`config.mk`:
```
export PLATFORM = sky130hd
export DESIGN_NAME = dcd_dsptc_top
export DESIGN_NICKNAME = d
export VERILOG_FILES = /design/src/dcd_pkg.sv /design/src/dcd_dsptc_top.sv /design/src/dispatch_msg_gen.sv /design/src/dispatcher.sv /design/src/dpc_scoreboard.sv /design/src/reg_file.sv /design/src/reg_file_rd.sv
export VERILOG_INCLUDE_DIRS = /design/src
export SDC_FILE = /design/constraint.sdc
export NUM_CORES = 2
export LEC_CHECK = 0
export BUFFER_PORTS_ARGS = -buffer_cell sky130_fd_sc_hd__buf_2
export CAP_MARGIN = 20
export CELL_PAD_IN_SITES_DETAIL_PLACEMENT = 0
export CELL_PAD_IN_SITES_GLOBAL_PLACEMENT = 1
export CORE_MARGIN = 2
export CORE_UTILIZATION = 37
export DETAILED_ROUTE_END_ITERATION = 6
export GPL_TIMING_DRIVEN = 0
export PLACE_DENSITY = 0.72
export SETUP_SLACK_MARGIN = 0.3
export SYNTH_ARGS = -nofsm -noshare
export SYNTH_HDL_FRONTEND = slang
export SYNTH_SLANG_ARGS = --single-unit
```
`constraint.sdc`:
```
create_clock -name clk -period 15.1 [get_ports clk]
set_input_delay 0.755 -clock clk [delete_from_list [all_inputs] [get_ports clk]]
set_output_delay 0.755 -clock clk [all_outputs]
set_load 0.05 [all_outputs]
```
`src/dcd_params.svh`:
```
`ifndef DCD_PARAMS_SVH
`define DCD_PARAMS_SVH

`define INST_ID_WIDTH 4 // instruction number, wraps modulo 16
`define REG_NUM 32 // architectural registers

`define OPC_OP 7'b0110011 // register-register, also MUL/MULH
`define OPC_OP_IMM 7'b0010011
`define OPC_LUI 7'b0110111
`define OPC_LOAD 7'b0000011
`define OPC_STORE 7'b0100011

`define ERR_NONE 3'b000 // normal instruction
`define ERR_ILLEGAL 3'b001 // illegal instruction word

`endif

```
`src/dcd_pkg.sv`:
```
`include "dcd_params.svh"

package dcd_pkg;

	typedef enum logic [1:0] {
		UNIT_ALU = 2'd0,
		UNIT_LSU = 2'd1,
		UNIT_MUL = 2'd2
	} unit_sel_e;

	typedef struct packed {
		logic [3:0] op_mode; // {alt, funct3}
		logic [31:0] op1;
		logic [31:0] op2; // instruction word when illegal
	} alu_msg_t;

	typedef struct packed {
		logic ls_sel; // 0 load, 1 store
		logic [2:0] ls_type; // funct3
		logic [31:0] addr; // base plus offset
		logic [31:0] st_data;
	} lsu_msg_t;

	typedef struct packed {
		logic [32:0] op_a; // extended rs1
		logic [32:0] op_b; // extended rs2
		logic res_hi; // take upper 32 bits
		logic pad;
	} mul_msg_t;

	// one 68-bit word, read in the view picked by the unit selector
	typedef union packed {
		alu_msg_t alu;
		lsu_msg_t lsu;
		mul_msg_t mul;
	} dispatch_msg_u;

	typedef struct packed {
		unit_sel_e unit;
		dispatch_msg_u msg;
		logic [4:0] rd_id; // zero when rd_vld is low
		logic rd_vld;
		logic [2:0] err_code;
		logic [31:0] pc;
		logic [`INST_ID_WIDTH-1:0] inst_id;
	} dispatch_req_t;

	typedef struct packed {
		logic valid;
		logic [4:0] rd;
		logic [31:0] data;
	} wb_t;

endpackage

```
`src/dcd_dsptc_top.sv`:
```
`timescale 1ns/100ps
`include "dcd_params.svh"

module dcd_dsptc_top (
	input logic clk,
	input logic rst,
	input logic flush_req,
	input logic [63:0] s_if_data, // {pc, instruction}
	input logic s_if_valid,
	output logic s_if_ready,
	output dcd_pkg::alu_msg_t m_alu_msg,
	output logic [4:0] m_alu_rd_id,
	output logic [2:0] m_alu_err_code,
	output logic [31:0] m_alu_pc,
	output logic [`INST_ID_WIDTH-1:0] m_alu_inst_id,
	output logic m_alu_valid,
	input logic m_alu_ready,
	output dcd_pkg::lsu_msg_t m_lsu_msg,
	output logic [4:0] m_lsu_rd_id,
	output logic [`INST_ID_WIDTH-1:0] m_lsu_inst_id,
	output logic m_lsu_valid,
	input logic m_lsu_ready,
	output dcd_pkg::mul_msg_t m_mul_msg,
	output logic [4:0] m_mul_rd_id,
	output logic [`INST_ID_WIDTH-1:0] m_mul_inst_id,
	output logic m_mul_valid,
	input logic m_mul_ready,
	input dcd_pkg::wb_t wb
);

	import dcd_pkg::*;

	logic [4:0] rd_req_rs1_id;
	logic [4:0] rd_req_rs2_id;
	logic rd_req_rs1_vld;
	logic rd_req_rs2_vld;
	logic rd_req_valid;
	logic rd_req_ready;
	logic [31:0] rd_res_rs1_v;
	logic [31:0] rd_res_rs2_v;
	logic rd_res_valid;
	logic rd_res_ready;
	logic p0_req;
	logic [4:0] p0_addr;
	logic p0_grant;
	logic [31:0] p0_dout;
	logic p1_req;
	logic [4:0] p1_addr;
	logic p1_grant;
	logic [31:0] p1_dout;
	logic [4:0] raw_rs1_id;
	logic [4:0] raw_rs2_id;
	logic rs1_raw;
	logic rs2_raw;
	logic [4:0] waw_rd_id;
	logic rd_waw;
	logic set_valid;
	logic [4:0] set_rd;
	dispatch_req_t dsp_req;
	logic dsp_req_valid;
	logic dsp_req_ready;

	dispatch_msg_gen dispatch_msg_gen_u (
		.clk(clk),
		.rst(rst),
		.flush_req(flush_req),
		.s_if_data(s_if_data),
		.s_if_valid(s_if_valid),
		.s_if_ready(s_if_ready),
		.rd_req_rs1_id(rd_req_rs1_id),
		.rd_req_rs2_id(rd_req_rs2_id),
		.rd_req_rs1_vld(rd_req_rs1_vld),
		.rd_req_rs2_vld(rd_req_rs2_vld),
		.rd_req_valid(rd_req_valid),
		.rd_req_ready(rd_req_ready),
		.rd_res_rs1_v(rd_res_rs1_v),
		.rd_res_rs2_v(rd_res_rs2_v),
		.rd_res_valid(rd_res_valid),
		.rd_res_ready(rd_res_ready),
		.m_req(dsp_req),
		.m_req_valid(dsp_req_valid),
		.m_req_ready(dsp_req_ready)
	);

	reg_file_rd reg_file_rd_u (
		.clk(clk),
		.rst(rst),
		.flush_req(flush_req),
		.req_rs1_id(rd_req_rs1_id),
		.req_rs2_id(rd_req_rs2_id),
		.req_rs1_vld(rd_req_rs1_vld),
		.req_rs2_vld(rd_req_rs2_vld),
		.req_valid(rd_req_valid),
		.req_ready(rd_req_ready),
		.res_rs1_v(rd_res_rs1_v),
		.res_rs2_v(rd_res_rs2_v),
		.res_valid(rd_res_valid),
		.res_ready(rd_res_ready),
		.raw_rs1_id(raw_rs1_id),
		.raw_rs2_id(raw_rs2_id),
		.rs1_raw(rs1_raw),
		.rs2_raw(rs2_raw),
		.rd_p0_req(p0_req),
		.rd_p0_addr(p0_addr),
		.rd_p0_grant(p0_grant),
		.rd_p0_dout(p0_dout),
		.rd_p1_req(p1_req),
		.rd_p1_addr(p1_addr),
		.rd_p1_grant(p1_grant),
		.rd_p1_dout(p1_dout)
	);

	reg_file reg_file_u (
		.clk(clk),
		.rst(rst),
		.rd_p0_req(p0_req),
		.rd_p0_addr(p0_addr),
		.rd_p0_grant(p0_grant),
		.rd_p0_dout(p0_dout),
		.rd_p1_req(p1_req),
		.rd_p1_addr(p1_addr),
		.rd_p1_grant(p1_grant),
		.rd_p1_dout(p1_dout),
		.wb(wb)
	);

	dpc_scoreboard dpc_scoreboard_u (
		.clk(clk),
		.rst(rst),
		.rs1_id(raw_rs1_id),
		.rs2_id(raw_rs2_id),
		.rd_id(waw_rd_id),
		.rs1_raw(rs1_raw),
		.rs2_raw(rs2_raw),
		.rd_waw(rd_waw),
		.set_valid(set_valid),
		.set_rd(set_rd),
		.wb(wb)
	);

	dispatcher dispatcher_u (
		.clk(clk),
		.rst(rst),
		.flush_req(flush_req),
		.s_req(dsp_req),
		.s_req_valid(dsp_req_valid),
		.s_req_ready(dsp_req_ready),
		.rd_id(waw_rd_id),
		.rd_waw(rd_waw),
		.set_valid(set_valid),
		.set_rd(set_rd),
		.m_alu_msg(m_alu_msg),
		.m_alu_rd_id(m_alu_rd_id),
		.m_alu_err_code(m_alu_err_code),
		.m_alu_pc(m_alu_pc),
		.m_alu_inst_id(m_alu_inst_id),
		.m_alu_valid(m_alu_valid),
		.m_alu_ready(m_alu_ready),
		.m_lsu_msg(m_lsu_msg),
		.m_lsu_rd_id(m_lsu_rd_id),
		.m_lsu_inst_id(m_lsu_inst_id),
		.m_lsu_valid(m_lsu_valid),
		.m_lsu_ready(m_lsu_ready),
		.m_mul_msg(m_mul_msg),
		.m_mul_rd_id(m_mul_rd_id),
		.m_mul_inst_id(m_mul_inst_id),
		.m_mul_valid(m_mul_valid),
		.m_mul_ready(m_mul_ready)
	);

endmodule

```
`src/dispatch_msg_gen.sv`:
```
`timescale 1ns/100ps
`include "dcd_params.svh"

module dispatch_msg_gen (
	input logic clk,
	input logic rst,
	input logic flush_req,
	input logic [63:0] s_if_data, // {pc, instruction}
	input logic s_if_valid,
	output logic s_if_ready,
	output logic [4:0] rd_req_rs1_id,
	output logic [4:0] rd_req_rs2_id,
	output logic rd_req_rs1_vld,
	output logic rd_req_rs2_vld,
	output logic rd_req_valid,
	input logic rd_req_ready,
	input logic [31:0] rd_res_rs1_v,
	input logic [31:0] rd_res_rs2_v,
	input logic rd_res_valid,
	output logic rd_res_ready,
	output dcd_pkg::dispatch_req_t m_req,
	output logic m_req_valid,
	input logic m_req_ready
);

	import dcd_pkg::*;

	logic dec_valid;
	logic dec_valid_nxt;
	logic if_ready_r;
	logic if_fire;
	logic rd_req_fire;
	logic [31:0] inst1;
	logic [31:0] pc1;
	logic [31:0] inst2;
	logic [31:0] pc2;
	logic [`INST_ID_WIDTH-1:0] inst_cnt;
	logic [`INST_ID_WIDTH-1:0] id1;
	logic [`INST_ID_WIDTH-1:0] id2;
	logic [6:0] opc1;
	logic [6:0] opc;
	logic [2:0] f3;
	logic [6:0] f7;
	logic [4:0] rd;
	logic is_op;
	logic is_mul;
	logic is_opimm;
	logic is_lui;
	logic is_load;
	logic is_store;
	logic legal;
	logic wr_rd;
	logic shift_imm;
	logic [31:0] imm_i;
	logic [31:0] imm_s;
	logic [31:0] imm_u;
	alu_msg_t alu_v;
	lsu_msg_t lsu_v;
	mul_msg_t mul_v;
	dispatch_msg_u msg;
	unit_sel_e unit;

	assign if_fire = s_if_valid && s_if_ready;
	assign rd_req_fire = rd_req_valid && rd_req_ready;
	assign dec_valid_nxt = !flush_req && (if_fire || (dec_valid && !rd_req_fire));
	assign s_if_ready = if_ready_r; // registered, low while in reset

	always_ff @(posedge clk) begin
		if (rst) begin
			dec_valid <= 1'b0;
			if_ready_r <= 1'b0;
			inst_cnt <= '0;
		end else begin
			dec_valid <= dec_valid_nxt;
			if_ready_r <= !dec_valid_nxt;
			if (if_fire) inst_cnt <= inst_cnt + 1'b1;
		end
	end

	always_ff @(posedge clk) begin
		if (if_fire) begin
			pc1 <= s_if_data[63:32];
			inst1 <= s_if_data[31:0];
			id1 <= inst_cnt;
		end
		if (rd_req_fire) begin // moves alongside the read result
			inst2 <= inst1;
			pc2 <= pc1;
			id2 <= id1;
		end
	end

	assign opc1 = inst1[6:0];
	assign rd_req_valid = dec_valid;
	assign rd_req_rs1_id = inst1[19:15];
	assign rd_req_rs2_id = inst1[24:20];
	assign rd_req_rs1_vld = opc1 == `OPC_OP || opc1 == `OPC_OP_IMM ||
		opc1 == `OPC_LOAD || opc1 == `OPC_STORE;
	assign rd_req_rs2_vld = opc1 == `OPC_OP || opc1 == `OPC_STORE;

	assign opc = inst2[6:0];
	assign f3 = inst2[14:12];
	assign f7 = inst2[31:25];
	assign rd = inst2[11:7];
	assign shift_imm = f3 == 3'd1 || f3 == 3'd5;

	assign is_op = opc == `OPC_OP && (f7 == 7'h00 || (f7 == 7'h20 && (f3 == 3'd0 || f3 == 3'd5)));
	assign is_mul = opc == `OPC_OP && f7 == 7'h01 && !f3[2]; // no division
	assign is_opimm = opc == `OPC_OP_IMM &&
		(!shift_imm || f7 == 7'h00 || (f3 == 3'd5 && f7 == 7'h20));
	assign is_lui = opc == `OPC_LUI;
	assign is_load = opc == `OPC_LOAD && f3 != 3'd3 && f3 != 3'd6 && f3 != 3'd7;
	assign is_store = opc == `OPC_STORE && f3 <= 3'd2;
	assign legal = is_op || is_mul || is_opimm || is_lui || is_load || is_store;
	assign wr_rd = legal && !is_store && rd != 5'd0; // x0 never goes pending

	assign imm_i = {{20{inst2[31]}}, inst2[31:20]};
	assign imm_s = {{20{inst2[31]}}, inst2[31:25], inst2[11:7]};
	assign imm_u = {inst2[31:12], 12'd0};

	always_comb begin
		alu_v.op_mode = 4'd0;
		alu_v.op1 = rd_res_rs1_v; // zero for lui, rs1 is not read
		alu_v.op2 = imm_i;
		if (!legal) begin
			alu_v.op1 = 32'd0;
			alu_v.op2 = inst2;
		end else if (is_lui) begin
			alu_v.op2 = imm_u;
		end else if (is_op) begin
			alu_v.op_mode = {inst2[30], f3}; // sub/sra
			alu_v.op2 = rd_res_rs2_v;
		end else begin
			alu_v.op_mode = {shift_imm & inst2[30], f3};
			if (shift_imm) alu_v.op2 = {27'd0, inst2[24:20]}; // shamt only
		end
	end

	assign lsu_v.ls_sel = is_store;
	assign lsu_v.ls_type = f3;
	assign lsu_v.addr = rd_res_rs1_v + (is_store ? imm_s : imm_i);
	assign lsu_v.st_data = rd_res_rs2_v; // zero for loads

	// mulhu zero extends both, mulhsu only op b
	assign mul_v.op_a = {(f3 != 3'd3) && rd_res_rs1_v[31], rd_res_rs1_v};
	assign mul_v.op_b = {!f3[1] && rd_res_rs2_v[31], rd_res_rs2_v};
	assign mul_v.res_hi = f3 != 3'd0;
	assign mul_v.pad = 1'b0;

	always_comb begin
		msg = '0;
		if (is_mul) begin
			unit = UNIT_MUL;
			msg.mul = mul_v;
		end else if (is_load || is_store) begin
			unit = UNIT_LSU;
			msg.lsu = lsu_v;
		end else begin
			unit = UNIT_ALU; // illegal words land here too
			msg.alu = alu_v;
		end
	end

	assign m_req.unit = unit;
	assign m_req.msg = msg;
	assign m_req.rd_id = wr_rd ? rd : 5'd0;
	assign m_req.rd_vld = wr_rd;
	assign m_req.err_code = legal ? `ERR_NONE : `ERR_ILLEGAL;
	assign m_req.pc = pc2;
	assign m_req.inst_id = id2;
	assign m_req_valid = rd_res_valid;
	assign rd_res_ready = m_req_ready;

endmodule

```
`src/dispatcher.sv`:
```
`timescale 1ns/100ps
`include "dcd_params.svh"

module dispatcher (
	input logic clk,
	input logic rst,
	input logic flush_req,
	input dcd_pkg::dispatch_req_t s_req,
	input logic s_req_valid,
	output logic s_req_ready,
	output logic [4:0] rd_id,
	input logic rd_waw,
	output logic set_valid,
	output logic [4:0] set_rd,
	output dcd_pkg::alu_msg_t m_alu_msg,
	output logic [4:0] m_alu_rd_id,
	output logic [2:0] m_alu_err_code,
	output logic [31:0] m_alu_pc,
	output logic [`INST_ID_WIDTH-1:0] m_alu_inst_id,
	output logic m_alu_valid,
	input logic m_alu_ready,
	output dcd_pkg::lsu_msg_t m_lsu_msg,
	output logic [4:0] m_lsu_rd_id,
	output logic [`INST_ID_WIDTH-1:0] m_lsu_inst_id,
	output logic m_lsu_valid,
	input logic m_lsu_ready,
	output dcd_pkg::mul_msg_t m_mul_msg,
	output logic [4:0] m_mul_rd_id,
	output logic [`INST_ID_WIDTH-1:0] m_mul_inst_id,
	output logic m_mul_valid,
	input logic m_mul_ready
);

	import dcd_pkg::*;

	logic vld;
	dispatch_req_t req_r;
	logic out_ready;
	logic out_fire;
	logic s_fire;
	logic waw_block;

	assign rd_id = s_req.rd_id;
	assign waw_block = s_req.rd_vld && rd_waw; // older write to rd still outstanding

	always_comb begin
		case (req_r.unit)
			UNIT_LSU: out_ready = m_lsu_ready;
			UNIT_MUL: out_ready = m_mul_ready;
			default: out_ready = m_alu_ready;
		endcase
	end

	assign out_fire = vld && out_ready;
	// nothing taken during flush, so no pending bit is set for a dropped instruction
	assign s_req_ready = !flush_req && (!vld || out_ready) && !waw_block;
	assign s_fire = s_req_valid && s_req_ready;
	assign set_valid = s_fire && s_req.rd_vld;
	assign set_rd = s_req.rd_id;

	always_ff @(posedge clk) begin
		if (rst) begin
			vld <= 1'b0;
		end else if (flush_req) begin
			vld <= 1'b0;
		end else if (s_fire) begin
			vld <= 1'b1;
		end else if (out_fire) begin
			vld <= 1'b0;
		end
	end

	always_ff @(posedge clk) begin
		if (s_fire) req_r <= s_req;
	end

	assign m_alu_valid = vld && req_r.unit == UNIT_ALU;
	assign m_lsu_valid = vld && req_r.unit == UNIT_LSU;
	assign m_mul_valid = vld && req_r.unit == UNIT_MUL;

	assign m_alu_msg = req_r.msg.alu;
	assign m_alu_rd_id = req_r.rd_id;
	assign m_alu_err_code = req_r.err_code;
	assign m_alu_pc = req_r.pc;
	assign m_alu_inst_id = req_r.inst_id;

	assign m_lsu_msg = req_r.msg.lsu;
	assign m_lsu_rd_id = req_r.rd_id; // zero for stores
	assign m_lsu_inst_id = req_r.inst_id;

	assign m_mul_msg = req_r.msg.mul;
	assign m_mul_rd_id = req_r.rd_id;
	assign m_mul_inst_id = req_r.inst_id;

endmodule

```
`src/dpc_scoreboard.sv`:
```
`timescale 1ns/100ps
`include "dcd_params.svh"

module dpc_scoreboard (
	input logic clk,
	input logic rst,
	input logic [4:0] rs1_id,
	input logic [4:0] rs2_id,
	input logic [4:0] rd_id,
	output logic rs1_raw,
	output logic rs2_raw,
	output logic rd_waw,
	input logic set_valid,
	input logic [4:0] set_rd,
	input dcd_pkg::wb_t wb
);

	logic [`REG_NUM-1:0] pending; // one bit per register awaiting writeback
	logic [`REG_NUM-1:0] set_mask;
	logic [`REG_NUM-1:0] clr_mask;

	always_comb begin
		set_mask = '0;
		clr_mask = '0;
		if (set_valid) set_mask[set_rd] = 1'b1;
		if (wb.valid) clr_mask[wb.rd] = 1'b1;
	end

	always_ff @(posedge clk) begin
		if (rst) begin
			pending <= '0;
		end else begin
			pending <= (pending & ~clr_mask) | set_mask; // set wins over clear
		end
	end

	assign rs1_raw = pending[rs1_id];
	assign rs2_raw = pending[rs2_id];
	assign rd_waw = pending[rd_id];

	// register preload happens while nothing is pending
	a_wb_pending: assert property (@(posedge clk) disable iff (rst)
		(wb.valid && |pending) |-> pending[wb.rd]);

endmodule

```
`src/reg_file.sv`:
```
`timescale 1ns/100ps
`include "dcd_params.svh"

module reg_file (
	input logic clk,
	input logic rst,
	input logic rd_p0_req,
	input logic [4:0] rd_p0_addr,
	output logic rd_p0_grant,
	output logic [31:0] rd_p0_dout,
	input logic rd_p1_req,
	input logic [4:0] rd_p1_addr,
	output logic rd_p1_grant,
	output logic [31:0] rd_p1_dout,
	input dcd_pkg::wb_t wb
);

	logic [31:0] regs [1:`REG_NUM-1]; // x0 has no storage

	always_ff @(posedge clk) begin
		if (wb.valid && wb.rd != 5'd0) begin
			regs[wb.rd] <= wb.data;
		end
	end

	assign rd_p0_dout = (rd_p0_addr == 5'd0) ? 32'd0 : regs[rd_p0_addr];
	assign rd_p1_dout = (rd_p1_addr == 5'd0) ? 32'd0 : regs[rd_p1_addr];

	// no grant while the same register is being written this cycle
	assign rd_p0_grant = rd_p0_req && !(wb.valid && wb.rd == rd_p0_addr);
	assign rd_p1_grant = rd_p1_req && !(wb.valid && wb.rd == rd_p1_addr);

	// writeback only comes for instructions that really write a register
	a_wb_not_x0: assert property (@(posedge clk) disable iff (rst)
		wb.valid |-> wb.rd != 5'd0);

endmodule

```
`src/reg_file_rd.sv`:
```
`timescale 1ns/100ps

module reg_file_rd (
	input logic clk,
	input logic rst,
	input logic flush_req,
	input logic [4:0] req_rs1_id,
	input logic [4:0] req_rs2_id,
	input logic req_rs1_vld,
	input logic req_rs2_vld,
	input logic req_valid,
	output logic req_ready,
	output logic [31:0] res_rs1_v,
	output logic [31:0] res_rs2_v,
	output logic res_valid,
	input logic res_ready,
	output logic [4:0] raw_rs1_id,
	output logic [4:0] raw_rs2_id,
	input logic rs1_raw,
	input logic rs2_raw,
	output logic rd_p0_req,
	output logic [4:0] rd_p0_addr,
	input logic rd_p0_grant,
	input logic [31:0] rd_p0_dout,
	output logic rd_p1_req,
	output logic [4:0] rd_p1_addr,
	input logic rd_p1_grant,
	input logic [31:0] rd_p1_dout
);

	logic no_raw;
	logic grant_ok;
	logic rd_fire;

	assign raw_rs1_id = req_rs1_id;
	assign raw_rs2_id = req_rs2_id;
	assign no_raw = !(req_rs1_vld && rs1_raw) && !(req_rs2_vld && rs2_raw);

	// reads start only into an empty result slot, so an older instruction
	// has reached the dispatcher and marked its rd before the next read
	assign rd_p0_req = req_valid && req_rs1_vld && no_raw && !res_valid;
	assign rd_p1_req = req_valid && req_rs2_vld && no_raw && !res_valid;
	assign rd_p0_addr = req_rs1_id;
	assign rd_p1_addr = req_rs2_id;

	assign grant_ok = (!req_rs1_vld || rd_p0_grant) && (!req_rs2_vld || rd_p1_grant);
	assign req_ready = no_raw && !res_valid && grant_ok;
	assign rd_fire = req_valid && req_ready;

	always_ff @(posedge clk) begin
		if (rst) begin
			res_valid <= 1'b0;
		end else if (flush_req) begin
			res_valid <= 1'b0;
		end else if (rd_fire) begin
			res_valid <= 1'b1;
		end else if (res_ready) begin
			res_valid <= 1'b0;
		end
	end

	always_ff @(posedge clk) begin
		if (rd_fire) begin
			res_rs1_v <= req_rs1_vld ? rd_p0_dout : 32'd0; // unused source reads zero
			res_rs2_v <= req_rs2_vld ? rd_p1_dout : 32'd0;
		end
	end

	// decode register keeps its request until the read is taken
	a_req_hold: assert property (@(posedge clk) disable iff (rst)
		(req_valid && !req_ready && !flush_req) |=>
		(req_valid && $stable(req_rs1_id) && $stable(req_rs2_id)));

endmodule

```
* Word-level counts from Yosys, hierarchy flattened
Memories as Yosys holds them, arrays and structs flattened. A register that Yosys moved wholly into a read port is not among the register bits.
Cells that the tools add are included.
** Word-level totals
- Register bits after elaboration :: 290
- Latch bits :: 0
- RAM bits :: 992
- Bits in read-only memories :: 0
- Input port bits :: 109
- Output and inout bits :: 270
- Logic and storage cells :: 182
- Memories kept :: 1
** Memories
- reg_file_u.regs :: words 31, bits a word 32, rd ports 2, clocked after memory_dff 2, wr ports 1, line reg_file.sv:18 : logic [31:0] regs [1:`REG_NUM-1];
** Operators by class
- Add/sub/neg operators :: 2
- Multipliers :: 0
- Divide/modulo/power cells :: 0
- Order comparisons :: 7
- Eq/ne operators :: 20
- Shift operators :: 0
- Multiplexer cells :: 33
- Bitwise logic cells :: 6
- Reductions and logical operators :: 94
** Operator list (count)
- $mux W32 :: 7
- $mux W68 :: 2
- $logic_and A1 B1 Y1 :: 46
- $eq A7 B6 Y1 const B :: 6
- $add A32 B32 Y32 :: 1
- $and A32 B32 Y32 :: 1
- $not A32 Y32 :: 1
- $or A32 B32 Y32 :: 1
- $lt A5 B6 Y1 const B :: 4
- $logic_or A1 B1 Y1 :: 19
- $logic_not A1 Y1 :: 16
- $bmux W1 S5 :: 3
- $eq A7 B2 Y1 const B :: 2
- $eq A7 B5 Y1 const B :: 2
- $mux W1 :: 13
- $mux W4 :: 3
- $demux W1 S5 :: 2
- $eq A5 B5 Y1 :: 2
- $ge A5 B1 Y1 const B :: 2
- $logic_not A5 Y1 :: 2
- $mux W5 :: 2
- $reduce_bool A5 Y1 :: 2
- $eq A7 B1 Y1 const B :: 1
- $logic_not A7 Y1 :: 1
- other kinds (16) :: 21

* Depth between registers and ports, before layout
- Depth after elaboration :: 22
- Mapped depth :: 17
- Gate-level depth less buffers :: 16

* Modules after synthesis
Synthesis repeated with hierarchy kept, for this count alone.
** Unflattened totals
- Cells, all modules :: 4412
- Area total of the unflattened synthesis :: 65333.9 µm²
** By module, submodules not included
- reg_file :: instances 1, cells each 2778, area an instance 46731.1 µm², seq. area each 29788.6 µm²
- dispatch_msg_gen :: instances 1, cells each 772, area an instance 8060.2 µm², seq. area each 4204.0 µm²
- dispatcher :: instances 1, cells each 410, area an instance 5685.5 µm², seq. area each 3443.3 µm²
- reg_file_rd :: instances 1, cells each 166, area an instance 2597.5 µm², seq. area each 1941.9 µm²
- dpc_scoreboard :: instances 1, cells each 286, area an instance 2259.7 µm², seq. area each 640.6 µm²

* Worst setup path after synthesis
OpenSTA, ideal clock, no wires.
- Path kind :: register -> register
- From :: register dispatch_msg_gen_u.inst2[26]
- To :: register dispatcher_u.req_r (netlist bit dispatcher_u.m_alu_err_code[0]) (enable)
- Library setup time :: 722 ps
- Arrival time :: 9884 ps
- Required time :: 14378 ps
- Setup slack :: 4494 ps
- Stages on the path, launching flop included :: 10
- Path buffers :: 0
- Cells stage by stage :: edfxtp_1 or4_4 o41ai_1 nand4bb_1 o211ai_2 nand2_1 or2_1 o31ai_4 nor3_2 nor3_1
** On the way
- Cells in the longest elaborated chain, start to end :: 18
- Elaborated cells on any way between the ends :: 26
** Ends and longest elaborated chain
- from (decl) :: line dispatch_msg_gen.sv:35 : logic [31:0] inst2;
- from (signal assigned) :: line dispatch_msg_gen.sv:87 : inst2 <= inst1;
- $eq A7 B6 Y1 :: line dispatch_msg_gen.sv:107, dispatch_msg_gen.sv:110
- $logic_and A1 B1 Y1 :: line dispatch_msg_gen.sv:107 : assign is_op = opc == `OPC_OP && (f7 == 7'h00 || (f7 == 7'h20 && (f3 == 3'd0 || f3 == 3'd5)));
- $logic_or A1 B1 Y1 :: line dispatch_msg_gen.sv:107
- $logic_and A1 B1 Y1 :: line dispatch_msg_gen.sv:107
- $logic_or A1 B1 Y1 :: line dispatch_msg_gen.sv:114 : assign legal = is_op || is_mul || is_opimm || is_lui || is_load || is_store;
- $logic_or A1 B1 Y1 * (4 in series) :: line dispatch_msg_gen.sv:114
- $logic_and A1 B1 Y1 * (2 in series) :: line dispatch_msg_gen.sv:115 : assign wr_rd = legal && !is_store && rd != 5'd0;
- $mux W5 :: line dispatch_msg_gen.sv:166 : assign m_req.rd_id = wr_rd ? rd : 5'd0;
- $bmux W1 S5 :: line dpc_scoreboard.sv:39 : assign rd_waw = pending[rd_id];
- $mux W1 (not written as such) :: line dpc_scoreboard.sv:39
- $logic_and A1 B1 Y1 * :: line dispatcher.sv:44 : assign waw_block = s_req.rd_vld && rd_waw;
- $logic_not A1 Y1 * :: line dispatcher.sv:56 : assign s_req_ready = !flush_req && (!vld || out_ready) && !waw_block;
- $logic_and A1 B1 Y1 * :: line dispatcher.sv:56
- $logic_and A1 B1 Y1 * :: line dispatcher.sv:57 : assign s_fire = s_req_valid && s_req_ready;
- named net dispatcher_u.s_fire :: line dispatcher.sv:40 : logic s_fire;
- to (signal assigned) :: line dispatcher.sv:74 : if (s_fire) req_r <= s_req;
- to (decl) :: line dispatcher.sv:37 : dispatch_req_t req_r;
The timed path passes the listed nets; every way through them passes the cells marked *. The select of a mux whose other input is x is not followed.
A chain may end at the register's enable or synchronous reset.

==> metrics.md <==
| Metric | Value |
|---|---|
| HPWL after DPL | `152100 um` |
| Via count | `39560` |
| Via/cell ratio | `5.875` |
| Final slew viol count | `0` |
| Comb pwr share | `7.0%` |
| Initial Util | `37.32%` |
| Final setup vio count | `0` |
| Final Cycle Share | `37.32%` |
| Clock network fraction of design power | `42.5%` |
| Non-filler cells, final | `6734` |
| Hold Vio Cnt, Final | `0` |
| TritonCTS clock tree | `yes` |
| TNS Setup | `0 ps` |
| Chip width | `417.7 um` |
| Unrepaired setup endpoints after global routing | `no` |
| Worst-case clock buffer depth | `3` |
| PortBufs | `~370` |
| Register area share after synthesis | `approximately 63%` |
| Nets@finish | `4543` |
| Share of layout cells above drive strength 1 | `between 30% and 40%` |
| Clk root buf | `clkbuf_16` |
| Status | `finished, violations left` |
| DRC | `6` |
| Tot GR Track Use | `a little under a quarter` |
| Wire per inst | `30.43 um` |
| Post-synthesis cell type count | `69` |
| Sw power | `approximately 1.9 mW` |
| Pwr Density | `110.8 nW/um2` |
| Routability cong. | `0.9177` |
| Peak VDD IR | `0.00009048 V` |
| ANT nets after route | `0` |
| Max Cap Viol | `0` |
| Reg area | `roughly 40000 um2` |
| Number of global-route vias before repair | `38360` |
| Site Rows | `151` |
| Worst-Skew Late Latency | `790 ps` |
| Arrival @ worst endpoint | `6100 ps` |
| Synth Register Bits | `1344` |
| Synth Warn # | `0` |
| Critical path type | `register to register` |
| Crit start category | `register` |
| Sw Share | `23.01%` |
| Die area | `174500 um2` |
| Commonest non-fill, non-tap cell in the layout | `edfxtp_1` |
| TritonCTS Buffers | `around 140` |
| CTS resizes | `0` |
| Hold_sp | `s_if_data[29]` |
| Post-synthesis cell area | `approximately 63000 um2` |
| Worst Setup SP | `dispatch_msg_gen_u.inst2[3]$_DFFE_PP_` |
| Crit end category | `register` |
| Synthesis-to-finish area growth | `17.48%` |
| Pin count of the biggest net entering global routing | `60` |
| Die H | `417.7 um` |
| Syn Area/Cell | `16.70 um2` |
| DRT Pass-1 Iters | `7` |
| Tmin final | `5636 ps` |
| Placed Instances | `~6500` |
| Worst min path class | `primary input to register` |
| Launch point of the worst reg-to-reg path | `dispatch_msg_gen_u.inst2[3]$_DFFE_PP_` |
| Fmax | `0.1774 GHz` |
| Most frequent cells in the layout | `edfxtp_1 (1304), mux4_2 (473), buf_2 (407)` |
| EDFF count, synth | `1304` |
| First-pass GRT wire length | `284900 um` |
| Routed WL | `204900 um` |
| H-Tree Depth | `4` |
| Measured slew at the worst slew-check pin | `~1200 ps` |
| Reg clk slew, reported paths | `about 60 ps` |
| Hold_buf cts | `0` |
| Seq pwr share | `50.5%` |
| FILL cells | `around 15000` |
| Required @ worst endpoint | `15560 ps` |
| CTS Sinks | `1344` |
| Ys async rst share | `0%` |
| Synthesized instance count | `3793` |
| Failing checks | `design-rule violations` |
| Core ar. | `169700 um2` |
| Final Skew | `a little under 30 ps` |
| Initial antenna violation count | `22` |
| I/O pins | `379` |
| Prevailing post-synth register cell | `edfxtp_1` |
| Internal power | `6.345 mW` |
| Overall power | `8.242 mW` |
| Crit-path max FO | `8` |
| Postcts setup bufs | `0` |
| DR iter-0 viols | `5470` |
| Total grt overflow | `0` |
| Area of the multi-input gates | `20490 um2` |
| Static leakage | `24.79 nW` |
| Relative slew margins | `18.35%` |
[area by class of cell]
cell class                      count  area share, %
Multi-Input combinational cell   1894          27.54
Timing Repair Buffer              458          4.524
Inverter                           45         0.2270
Clock buffer                      172          4.985
Tap cell                         2218          3.730
Antenna cell                        5        0.01682
Sequential cell                  1344          53.71
Clock inverter                     87          1.273
Buffer                            511          3.993
[power by group through the flow]
stage	Sequential, mW	Clock, mW	Combinational (mW)
2_1_floorplan	4.23	0	0.306
3_3_place_gp	4.25	0	0.533
3_5_place_dp	4.24	0	0.560
4_1_cts	4.16	3.55	0.561
5_1_grt	4.17	3.68	0.596
6_report	4.16	3.50	0.574
[metrics by stage]
| stage | hold slack [ps] | util, % | setup slack, ps | cell area (um2) |
|---|---|---|---|---|
| floorplan | 400.3 | - | 4494 | 63330 |
| global placement | 401.0 | 40.06 | 712.1 | 67960 |
| detailed placement | 404.5 | 41.00 | 9519 | 69560 |
| CTS | 87.47 | 43.74 | 9512 | 74210 |
| global route | 115.5 | 43.84 | 9279 | 74390 |
| finish | 147.4 | 43.85 | 9464 | 74400 |
[synthesized netlist by cell type, drive strengths merged, types with 12 or more instances]
master | number | area share, %
nand3 | 20 | 0.16
xor2 | 21 | 0.29
mux2i | 232 | 3.7
a21oi | 151 | 1.2
buf | 364 | 3.8
mux2 | 37 | 0.66
ha | 35 | 0.69
xnor2 | 16 | 0.22
clkbuf | 147 | 0.87
inv | 45 | 0.27
dfxtp | 40 | 1.3
o32ai | 23 | 0.32
nand2 | 104 | 0.62
o21ai | 157 | 1.2
mux4 | 473 | 17
a221oi | 48 | 0.66
a22oi | 94 | 1.1
or3b | 12 | 0.17
o211ai | 45 | 0.54
nor2 | 251 | 1.5
a21o | 18 | 0.21
nor3 | 15 | 0.13
edfxtp | 1304 | 62
[per-layer routing]
layer | track usage, % | wire length (um) | up-vias
met5 | 0 | 178 | -
met4 | 9.943 | 9516 | 26
met3 | 5.388 | 21880 | 480
met2 | 37.76 | 97370 | 2494
met1 | 29.32 | 75990 | 20120
li1 | - | - | 16440
[kinds of logic after synthesis]
family / Yosys count / synth area share, %
DFF: 1344 / 63.10
muxes: 742 / 21.15
AOI/OAI and AO/OA: 615 / 6.348
buffers and inverters: 556 / 4.950
and+or+nand+nor: 462 / 3.213
xor gates and xnor gates: 37 / 0.5117
adders and majority gates: 36 / 0.7232
other: 1 / 0.005922
[critical path, stage by stage (launching register included)]
cell and delay [ps]:
edfxtp_1 400, nand3b_1 220, or3_1 420, nor3_2 550, mux2_2 450, ha_1 240
fa_1 470, a211oi_1 280, o21ai_0 230, and3b_1 250, a211oi_2 260, a31oi_1 250
a41o_1 350, a41o_1 300, a311oi_1 330, xor2_1 160, o21ai_0 130
[state kept, by name, indices dropped and copies added, names as in the netlist, 2 cells and up]
signal                       count
reg_file_rd_u.res_rs1_v         32
dispatch_msg_gen_u.inst1        32
dispatcher_u.m_alu_msg          68
dispatcher_u.m_alu_rd_id         5
dpc_scoreboard_u.pending        32
dispatch_msg_gen_u.inst_cnt      4
dispatch_msg_gen_u.inst2        32
reg_file_rd_u.res_rs2_v         32
dispatcher_u.m_alu_pc           32
dispatch_msg_gen_u.id1           4
dispatch_msg_gen_u.pc2          32
dispatch_msg_gen_u.pc1          32
dispatch_msg_gen_u.id2           4
reg_file_u.regs                992
dispatcher_u.req_r               2
dispatcher_u.m_alu_inst_id       4
[path summary, 6_finish.rpt]
| kind | end | slack (ps) | cells past startpoint |
|---|---|---|---|
| setup / recovery | dispatcher_u.m_alu_msg[62]$_DFFE_PP_ | 9460 | 16 |
| hold / removal | dispatch_msg_gen_u.inst1[29]$_DFFE_PP_ | 150 | 1 |
| setup reg to reg | dispatcher_u.m_alu_msg[62]$_DFFE_PP_ | 9460 | 16 |
| hold reg to reg | dispatch_msg_gen_u.inst2[10]$_DFFE_PP_ | 420 | 0 |
(Power assumes the default switching activity.)
